<file path="src/hdl/lc3b_pkg.sv">
package lc3b_pkg;

    // ~~~~~~~~~~~~~~~~~~~~~~~~~~~~~~~~~~~~~~~~~~~~~~~~~~~~~~~~~~
    // Basic data types
    // ~~~~~~~~~~~~~~~~~~~~~~~~~~~~~~~~~~~~~~~~~~~~~~~~~~~~~~~~~~

    typedef logic [15:0]  lc3b_word;       // One machine word.
    typedef logic [2:0]   lc3b_cc;         // Flags as {N, Z, P}.
    typedef logic [127:0] lc3b_line;       // Eight words per memory line.
    typedef logic [11:0]  lc3b_line_addr;  // Word address bits 15 to 4.

    // ~~~~~~~~~~~~~~~~~~~~~~~~~~~~~~~~~~~~~~~~~~~~~~~~~~~~~~~~~~
    // Memory geometry and timing
    // ~~~~~~~~~~~~~~~~~~~~~~~~~~~~~~~~~~~~~~~~~~~~~~~~~~~~~~~~~~

    // Only this many lines are physically stored, so higher line
    // addresses alias onto them.
    localparam int LINE_COUNT = 64;
    localparam int LINE_IDX_W = $clog2(LINE_COUNT);

    localparam int BYTES_PER_LINE = 16;

    // Cycles from the first STB cycle seen by the slave to its ACK.
    localparam int ACK_DELAY = 2;
    localparam int ACK_CNT_W = $clog2(ACK_DELAY + 1);

    // Condition codes come out of reset showing zero.
    localparam lc3b_cc CC_ZERO = 3'b010;

    // ~~~~~~~~~~~~~~~~~~~~~~~~~~~~~~~~~~~~~~~~~~~~~~~~~~~~~~~~~~
    // Control word
    // ~~~~~~~~~~~~~~~~~~~~~~~~~~~~~~~~~~~~~~~~~~~~~~~~~~~~~~~~~~

    typedef enum logic [1:0] {
        CC_FROM_ALU,
        CC_FROM_MDR,
        CC_FROM_SR2
    } cc_src_e;

    typedef enum logic [1:0] {
        ADDR_TRAPVECT,
        ADDR_ALU,
        ADDR_MDR    // Second access of an indirect load or store.
    } addr_src_e;

    typedef enum logic [1:0] {
        MEM_NONE,
        MEM_READ,
        MEM_WRITE
    } mem_op_e;

    typedef struct packed {
        mem_op_e    mem_op;
        addr_src_e  addr_sel;
        cc_src_e    cc_sel;
        logic       cc_load;
        logic       mdr_load;   // Capture the read word for a later indirect access.
        logic [1:0] byte_sel;   // Bit 0 enables the low byte, bit 1 the high byte.
    } lc3b_control_word;

    // ~~~~~~~~~~~~~~~~~~~~~~~~~~~~~~~~~~~~~~~~~~~~~~~~~~~~~~~~~~
    // Wishbone classic bus
    // ~~~~~~~~~~~~~~~~~~~~~~~~~~~~~~~~~~~~~~~~~~~~~~~~~~~~~~~~~~

    typedef struct packed {
        logic          cyc;
        logic          stb;
        logic          we;
        lc3b_line_addr adr;
        logic [15:0]   sel;  // One select per byte of the line.
        lc3b_line      dat;
    } wb_m2s_t;

    typedef struct packed {
        logic     ack;
        lc3b_line dat;
    } wb_s2m_t;

endpackage

</file>
<file path="src/hdl/cc_gen.sv">
`timescale 1ns/1ps

module cc_gen (
    input  logic              clk,
    input  logic              rst,
    input  lc3b_pkg::cc_src_e sel,
    input  logic              load,
    input  lc3b_pkg::lc3b_word alu_in,
    input  lc3b_pkg::lc3b_word mdr_in,
    input  lc3b_pkg::lc3b_word sr2_in,
    output lc3b_pkg::lc3b_cc  cc_out
);
    import lc3b_pkg::*;

    lc3b_word src;
    lc3b_cc   cc_next;

    always_comb begin
        case (sel)
            CC_FROM_MDR: src = mdr_in;
            CC_FROM_SR2: src = sr2_in;
            default:     src = alu_in;
        endcase
    end

    // Negative wins on bit 15; zero and positive split the rest.
    always_comb begin
        if (src[15]) begin
            cc_next = 3'b100;
        end else if (src == '0) begin
            cc_next = 3'b010;
        end else begin
            cc_next = 3'b001;
        end
    end

    always_ff @(posedge clk) begin
        if (rst) begin
            cc_out <= CC_ZERO;
        end else if (load) begin
            cc_out <= cc_next;
        end
    end

    // The flags form a one-hot code through every load.
    a_cc_onehot: assert property (@(posedge clk) disable iff (rst)
        $onehot(cc_out));

endmodule

</file>
<file path="src/hdl/stage_mem.sv">
`timescale 1ns/1ps

module stage_mem (
    input  logic                      clk,
    input  logic                      rst,
    input  logic                      req,
    input  lc3b_pkg::lc3b_control_word control_in,
    input  lc3b_pkg::lc3b_word        alu_in,
    input  lc3b_pkg::lc3b_word        ir_in,
    input  lc3b_pkg::lc3b_word        sr2_in,
    output logic                      busy,
    output logic                      done,
    output lc3b_pkg::lc3b_cc          cc_out,
    output lc3b_pkg::lc3b_word        mdr_out,
    output lc3b_pkg::wb_m2s_t         wb_out,
    input  lc3b_pkg::wb_s2m_t         wb_in
);
    import lc3b_pkg::*;

    typedef enum logic [1:0] {
        ST_IDLE,
        ST_BUS,     // Waiting for ACK from the memory.
        ST_FINISH   // Request without a bus access.
    } stage_state_e;

    stage_state_e     state;
    lc3b_control_word ctrl_q;
    logic             accept;

    lc3b_word  trapvect8;
    lc3b_word  data_addr;
    logic [2:0] lane;
    logic [2:0] lane_q;
    logic [15:0] sel_next;
    lc3b_line   dat_next;

    logic          cyc_q;
    logic          stb_q;
    logic          we_q;
    lc3b_line_addr adr_q;
    logic [15:0]   sel_q;
    lc3b_line      dat_q;

    lc3b_word internal_mdr;

    // ~~~~~~~~~~~~~~~~~~~~~~~~~~~~~~~~~~~~~~~~~~~~~~~~~~~~~~~~~~
    // Address selection and lane placement
    // ~~~~~~~~~~~~~~~~~~~~~~~~~~~~~~~~~~~~~~~~~~~~~~~~~~~~~~~~~~

    assign trapvect8 = {7'b0, ir_in[7:0], 1'b0};  // Word-aligned trap table entry.

    always_comb begin
        case (control_in.addr_sel)
            ADDR_TRAPVECT: data_addr = trapvect8;
            ADDR_MDR:      data_addr = internal_mdr;
            default:       data_addr = alu_in;
        endcase
    end

    assign lane = data_addr[3:1];

    always_comb begin
        sel_next = '0;
        sel_next[lane*2 +: 2] = control_in.byte_sel;
        dat_next = '0;
        dat_next[lane*16 +: 16] = sr2_in;  // Other lanes are masked by sel.
    end

    // ~~~~~~~~~~~~~~~~~~~~~~~~~~~~~~~~~~~~~~~~~~~~~~~~~~~~~~~~~~
    // Request handling and bus cycle control
    // ~~~~~~~~~~~~~~~~~~~~~~~~~~~~~~~~~~~~~~~~~~~~~~~~~~~~~~~~~~

    assign accept = (state == ST_IDLE) && req;

    always_ff @(posedge clk) begin
        if (rst) begin
            state <= ST_IDLE;
        end else begin
            case (state)
                ST_IDLE: begin
                    if (req) begin
                        state <= (control_in.mem_op == MEM_NONE) ? ST_FINISH : ST_BUS;
                    end
                end
                ST_BUS: begin
                    if (wb_in.ack) begin
                        state <= ST_IDLE;
                    end
                end
                ST_FINISH: state <= ST_IDLE;
                default:   state <= ST_IDLE;
            endcase
        end
    end

    always_ff @(posedge clk) begin
        if (rst) begin
            cyc_q <= 1'b0;
            stb_q <= 1'b0;
            we_q  <= 1'b0;
        end else if (accept && control_in.mem_op != MEM_NONE) begin
            cyc_q <= 1'b1;
            stb_q <= 1'b1;
            we_q  <= (control_in.mem_op == MEM_WRITE);
        end else if (state == ST_BUS && wb_in.ack) begin
            cyc_q <= 1'b0;  // Released in the cycle after ACK.
            stb_q <= 1'b0;
            we_q  <= 1'b0;
        end
    end

    // The request is captured once and held for the whole access.
    always_ff @(posedge clk) begin
        if (accept) begin
            ctrl_q <= control_in;
            lane_q <= lane;
            adr_q  <= data_addr[15:4];
            sel_q  <= sel_next;
            dat_q  <= dat_next;
        end
    end

    assign wb_out = '{cyc: cyc_q, stb: stb_q, we: we_q, adr: adr_q, sel: sel_q, dat: dat_q};

    assign busy = (state != ST_IDLE);
    assign done = (state == ST_BUS && wb_in.ack) || (state == ST_FINISH);

    // ~~~~~~~~~~~~~~~~~~~~~~~~~~~~~~~~~~~~~~~~~~~~~~~~~~~~~~~~~~
    // Read data, internal data register and condition codes
    // ~~~~~~~~~~~~~~~~~~~~~~~~~~~~~~~~~~~~~~~~~~~~~~~~~~~~~~~~~~

    assign mdr_out = wb_in.dat[lane_q*16 +: 16];

    always_ff @(posedge clk) begin
        if (rst) begin
            internal_mdr <= '0;
        end else if (done && ctrl_q.mdr_load && ctrl_q.mem_op == MEM_READ) begin
            internal_mdr <= mdr_out;
        end
    end

    cc_gen u_cc_gen (
        .clk    (clk),
        .rst    (rst),
        .sel    (ctrl_q.cc_sel),
        .load   (done && ctrl_q.cc_load),
        .alu_in (alu_in),
        .mdr_in (mdr_out),
        .sr2_in (sr2_in),
        .cc_out (cc_out)
    );

    a_stb_has_cyc: assert property (@(posedge clk) disable iff (rst)
        wb_out.stb |-> wb_out.cyc);

    // Master outputs may not move until the slave has acknowledged.
    a_bus_stable: assert property (@(posedge clk) disable iff (rst)
        (wb_out.stb && !wb_in.ack) |=> $stable(wb_out));

    a_done_pulse: assert property (@(posedge clk) disable iff (rst)
        done |=> !done);

endmodule

</file>
<file path="config.mk">
export PLATFORM = sky130hd
export DESIGN_NAME = stage_mem
export DESIGN_NICKNAME = d
export VERILOG_FILES = /design/src/hdl/lc3b_pkg.sv /design/src/hdl/cc_gen.sv /design/src/hdl/stage_mem.sv
export SDC_FILE = /design/constraint.sdc
export NUM_CORES = 1
export LEC_CHECK = 0
export ABC_AREA = 0
export BUFFER_PORTS_ARGS = -buffer_cell sky130_fd_sc_hd__buf_2
export CORE_AREA = 2 2 142 144
export DETAILED_ROUTE_END_ITERATION = 10
export DIE_AREA = 0 0 144 146
export PLACE_DENSITY = 0.8
export SYNTH_ARGS = -nofsm -noshare
export SYNTH_HDL_FRONTEND = slang
export SYNTH_SLANG_ARGS = --single-unit
</file>
<file path="constraint.sdc">
create_clock -name clk -period 9.6 [get_ports clk]
set_input_delay 0.96 -clock clk [delete_from_list [all_inputs] [get_ports clk]]
set_output_delay 0.96 -clock clk [all_outputs]
set_load 0.02 [all_outputs]
</file>
==> flow_summary_export.csv <==
group,metric,value,unit
synth,yosys_register_bits,187,
synth,yosysWarningCount,0,
layout,regArea,5400,sq um
global_route,grt.total_usage,23.0,%
global_route,gr-total-overflow,0,
global_route,antenna_found_initial,2,
global_route,grt_pass1_vias,6259,
min_path,hold_class,"reg -> reg",
floorplanning,rows,51,
placement,place_area,10300,sq um
power_and_ir_drop,ir_drop,0.000114,V
layout,fillCellCount,1619,
critical_path,cp_max_fo,19,
synth,syn-cell-area,8230,sq um
synth,syn_inst,585,
routing,drc,0,
clocking,holdBufCountCts,0,
clocking,cts-buffers-inserted,17,
clocking,path_clk_slew,70,ps
floorplanning,die_w,144,um
critical_path,cp.depth,8,
critical_path,crit_path_end,"dat_q[39]",
layout,utilization,56.2,%
timing,fin_skew,11.6,ps
clocking,clock-sinks,187,
clocking,post-cts-setup-buffers,0,
critical_path,crit_buf_inv,1,
critical_path,worstSetupEndpointType,"register",
clocking,cts_max_level,4,
clocking,clk_latency,430,ps
power_and_ir_drop,power.density,180,nW/um^2
synth,yosysUniqueCellTypes,43,
floorplanning,dieArea,21000,sq um
layout,area_growth,32.0,%
job,max-cap-violations,0,
routing,drt-initial-drc-count,419,
layout,design_area,10900,sq um
layout,final_common_cell,"buf_2",
floorplanning,coreArea,19300,sq um
routing,drt_first_pass_iters,5,
timing,rsz0062_at_grt,"no",
critical_path,r2r-end,"dat_q[39]",
layout,final_nets,1138,
synth,ys_seq_area_share,65.6,%
critical_path,crit_required,9890,ps
layout,drive_above_1_share,47.1,%
critical_path,reg2regPathDepth,7,
critical_path,cp.arrival,4540,ps
critical_path,r2r_start,"internal_mdr[2]",
timing,hold_violations,0,
critical_path,crit_path_start_kind,"input port",
layout,stdcell_count,1220,
timing,layout_min_cycle_time,4250,ps
clocking,cts_tree,"yes",
floorplanning,die_h,146,um
clocking,cts_resized,0,
critical_path,path_class,"in -> reg",
timing,fin_setup_tns,0,ps
timing,max_slew_margin,22.4,%
critical_path,startpoint,"control_in[7]",
timing,slew_violations,0,
power_and_ir_drop,p_total,1.95,mW
power_and_ir_drop,leakagePower,4.68,nW
placement,dp_hpwl,18500,um
synth,synth_area_per_cell,14.1,sq um
timing,max_freq,0.235,GHz
clocking,cts-root-buf,"clkbuf_16",
routing,drt-vias-per-instance,5.18,
placement,place_ws,4830,ps
global_route,grt_pass1_wl,35700,um
run_status,outcome,"finished, final reports clean",
critical_path,r2r_setup_slack,6000,ps
routing,vias,6315,
timing,fin_ws,5350,ps
routing,routed_wl,24500,um
layout,layout_common_cells,"361 x buf_2, 165 x edfxtp_1, 92 x nor2_1, 73 x and2_1, 44 x nand2_1",
critical_path,path_cells,"buf_2 -> mux2_1 -> mux2i_1 -> ha_1 -> ha_1 -> nand2_1 -> nor3b_2 -> and2_1",
clocking,clockBufferDepth,2,
routing,routedWlPerCell,20.1,um
timing,fin_crit_sh,44.3,%
timing,setup_viol,0,
placement,io_buffers,361,
critical_path,cpLargestDelayFamily,"simple AND/OR/NAND/NOR gates",
floorplanning,start_util,42.5,%
timing,tightest_slew,1160,ps
timing,hold_slack,467,ps
placement,gp_congestion,0.890,
critical_path,critPathSlowestCell,"nor3b_2",
global_route,grt_max_degree,89,
routing,ant_nets,0,
critical_path,critPathMostFrequentCell,"ha_1",
layout,multiInputGateArea,2620,sq um
critical_path,slowest_delay,1120,ps
synth,synth_nets,783,
floorplanning,ioPinCount,370,
placement,dp_cells,1186,
## worst register-to-register path: stages (launching register included)
cell and delay [ps]:
dfxtp_1 310, mux2_1 330, mux2i_1 420, ha_1 250
ha_1 250, nand2_1 530, nor3b_2 1130, and2_1 250
## Yosys cell counts, drive strengths merged
library cell | instances | area (sq um)
nand2 | 44 | 165
o21a | 1 | 7.51
clkbuf | 20 | 75.1
a221o | 1 | 10.0
and4b | 3 | 30.0
nand4 | 2 | 12.5
a211oi | 6 | 45.0
o31ai | 1 | 7.51
and4bb | 1 | 12.5
mux2i | 23 | 230
nand3b | 1 | 7.51
inv | 16 | 60.1
edfxtp | 165 | 4950
o211a | 1 | 10.0
or2 | 1 | 6.26
nor3b | 2 | 20.0
nor2 | 93 | 349
a22oi | 2 | 15.0
nor3 | 3 | 15.0
or4 | 1 | 7.51
dfxtp | 22 | 440
clkinv | 1 | 3.75
a21oi | 1 | 5.00
and2 | 73 | 457
nand3 | 2 | 10.0
nor4 | 8 | 50.1
mux4 | 32 | 724
a31o | 1 | 8.76
buf | 12 | 82.6
or3 | 1 | 6.26
ha | 8 | 100
mux2 | 15 | 169
a41oi | 2 | 17.5
o21ai | 17 | 85.1
nor4b | 3 | 26.3
## per-layer routing
layer,share of wire [%],wire length (um),vias to the layer above,GRT usage [%]
li1,-,-,2843,-
met5,0,0,-,0
met4,4.0,979,0,10.8
met2,53,13000,378,40.9
met1,35,8630,3043,26.3
met3,7.8,1910,51,4.74
## power by group
part	internal, mW	leakage (nW)	switching (mW)
clock network	0.349	0.281	0.336
registers	0.933	1.84	0.0126
logic	0.115	2.56	0.204
## sequential cells by signal, summed over array words and instances (netlist names)
name and cells:
internal_mdr 15, u_cc_gen.cc_out 3, sel_q 16, lane_q 3, stb_q 1, we_q 1, ctrl_q 6, dat_q 128
adr_q 12, state 2
## cells by family after synthesis
| family | count (synthesis) | share of synthesized area [%] |
|---|---|---|
| adders and majority gates | 8 | 1.22 |
| buffers and inverters | 49 | 2.69 |
| AOI/OAI and AO/OA | 33 | 2.57 |
| DFF | 187 | 65.6 |
| muxes | 70 | 13.7 |
| and+or+nand+nor | 238 | 14.3 |
## area by class of cell
| cell class | count | share of cell area (%) |
|---|---|---|
| sequential | 187 | 49.7 |
| multi-input combinational | 349 | 24.2 |
| timing repair buffer | 368 | 17.1 |
| clock buffer | 18 | 3.95 |
| tap | 265 | 3.05 |
| clock inverter | 14 | 1.41 |
| inverter | 17 | 0.588 |
| antenna | 2 | 0.0461 |
## worst min path at each step
stage              from  endpoint  cells past startpoint
2_1_floorplan  state[1]  state[0]                      1
3_3_place_gp   state[1]  state[0]                      1
3_5_place_dp   state[1]  state[0]                      1
4_1_cts        state[1]  state[0]                      1
5_1_grt        state[1]  state[0]                      1
6_report       state[1]  state[0]                      1
Power figures use the tool's default switching activity.
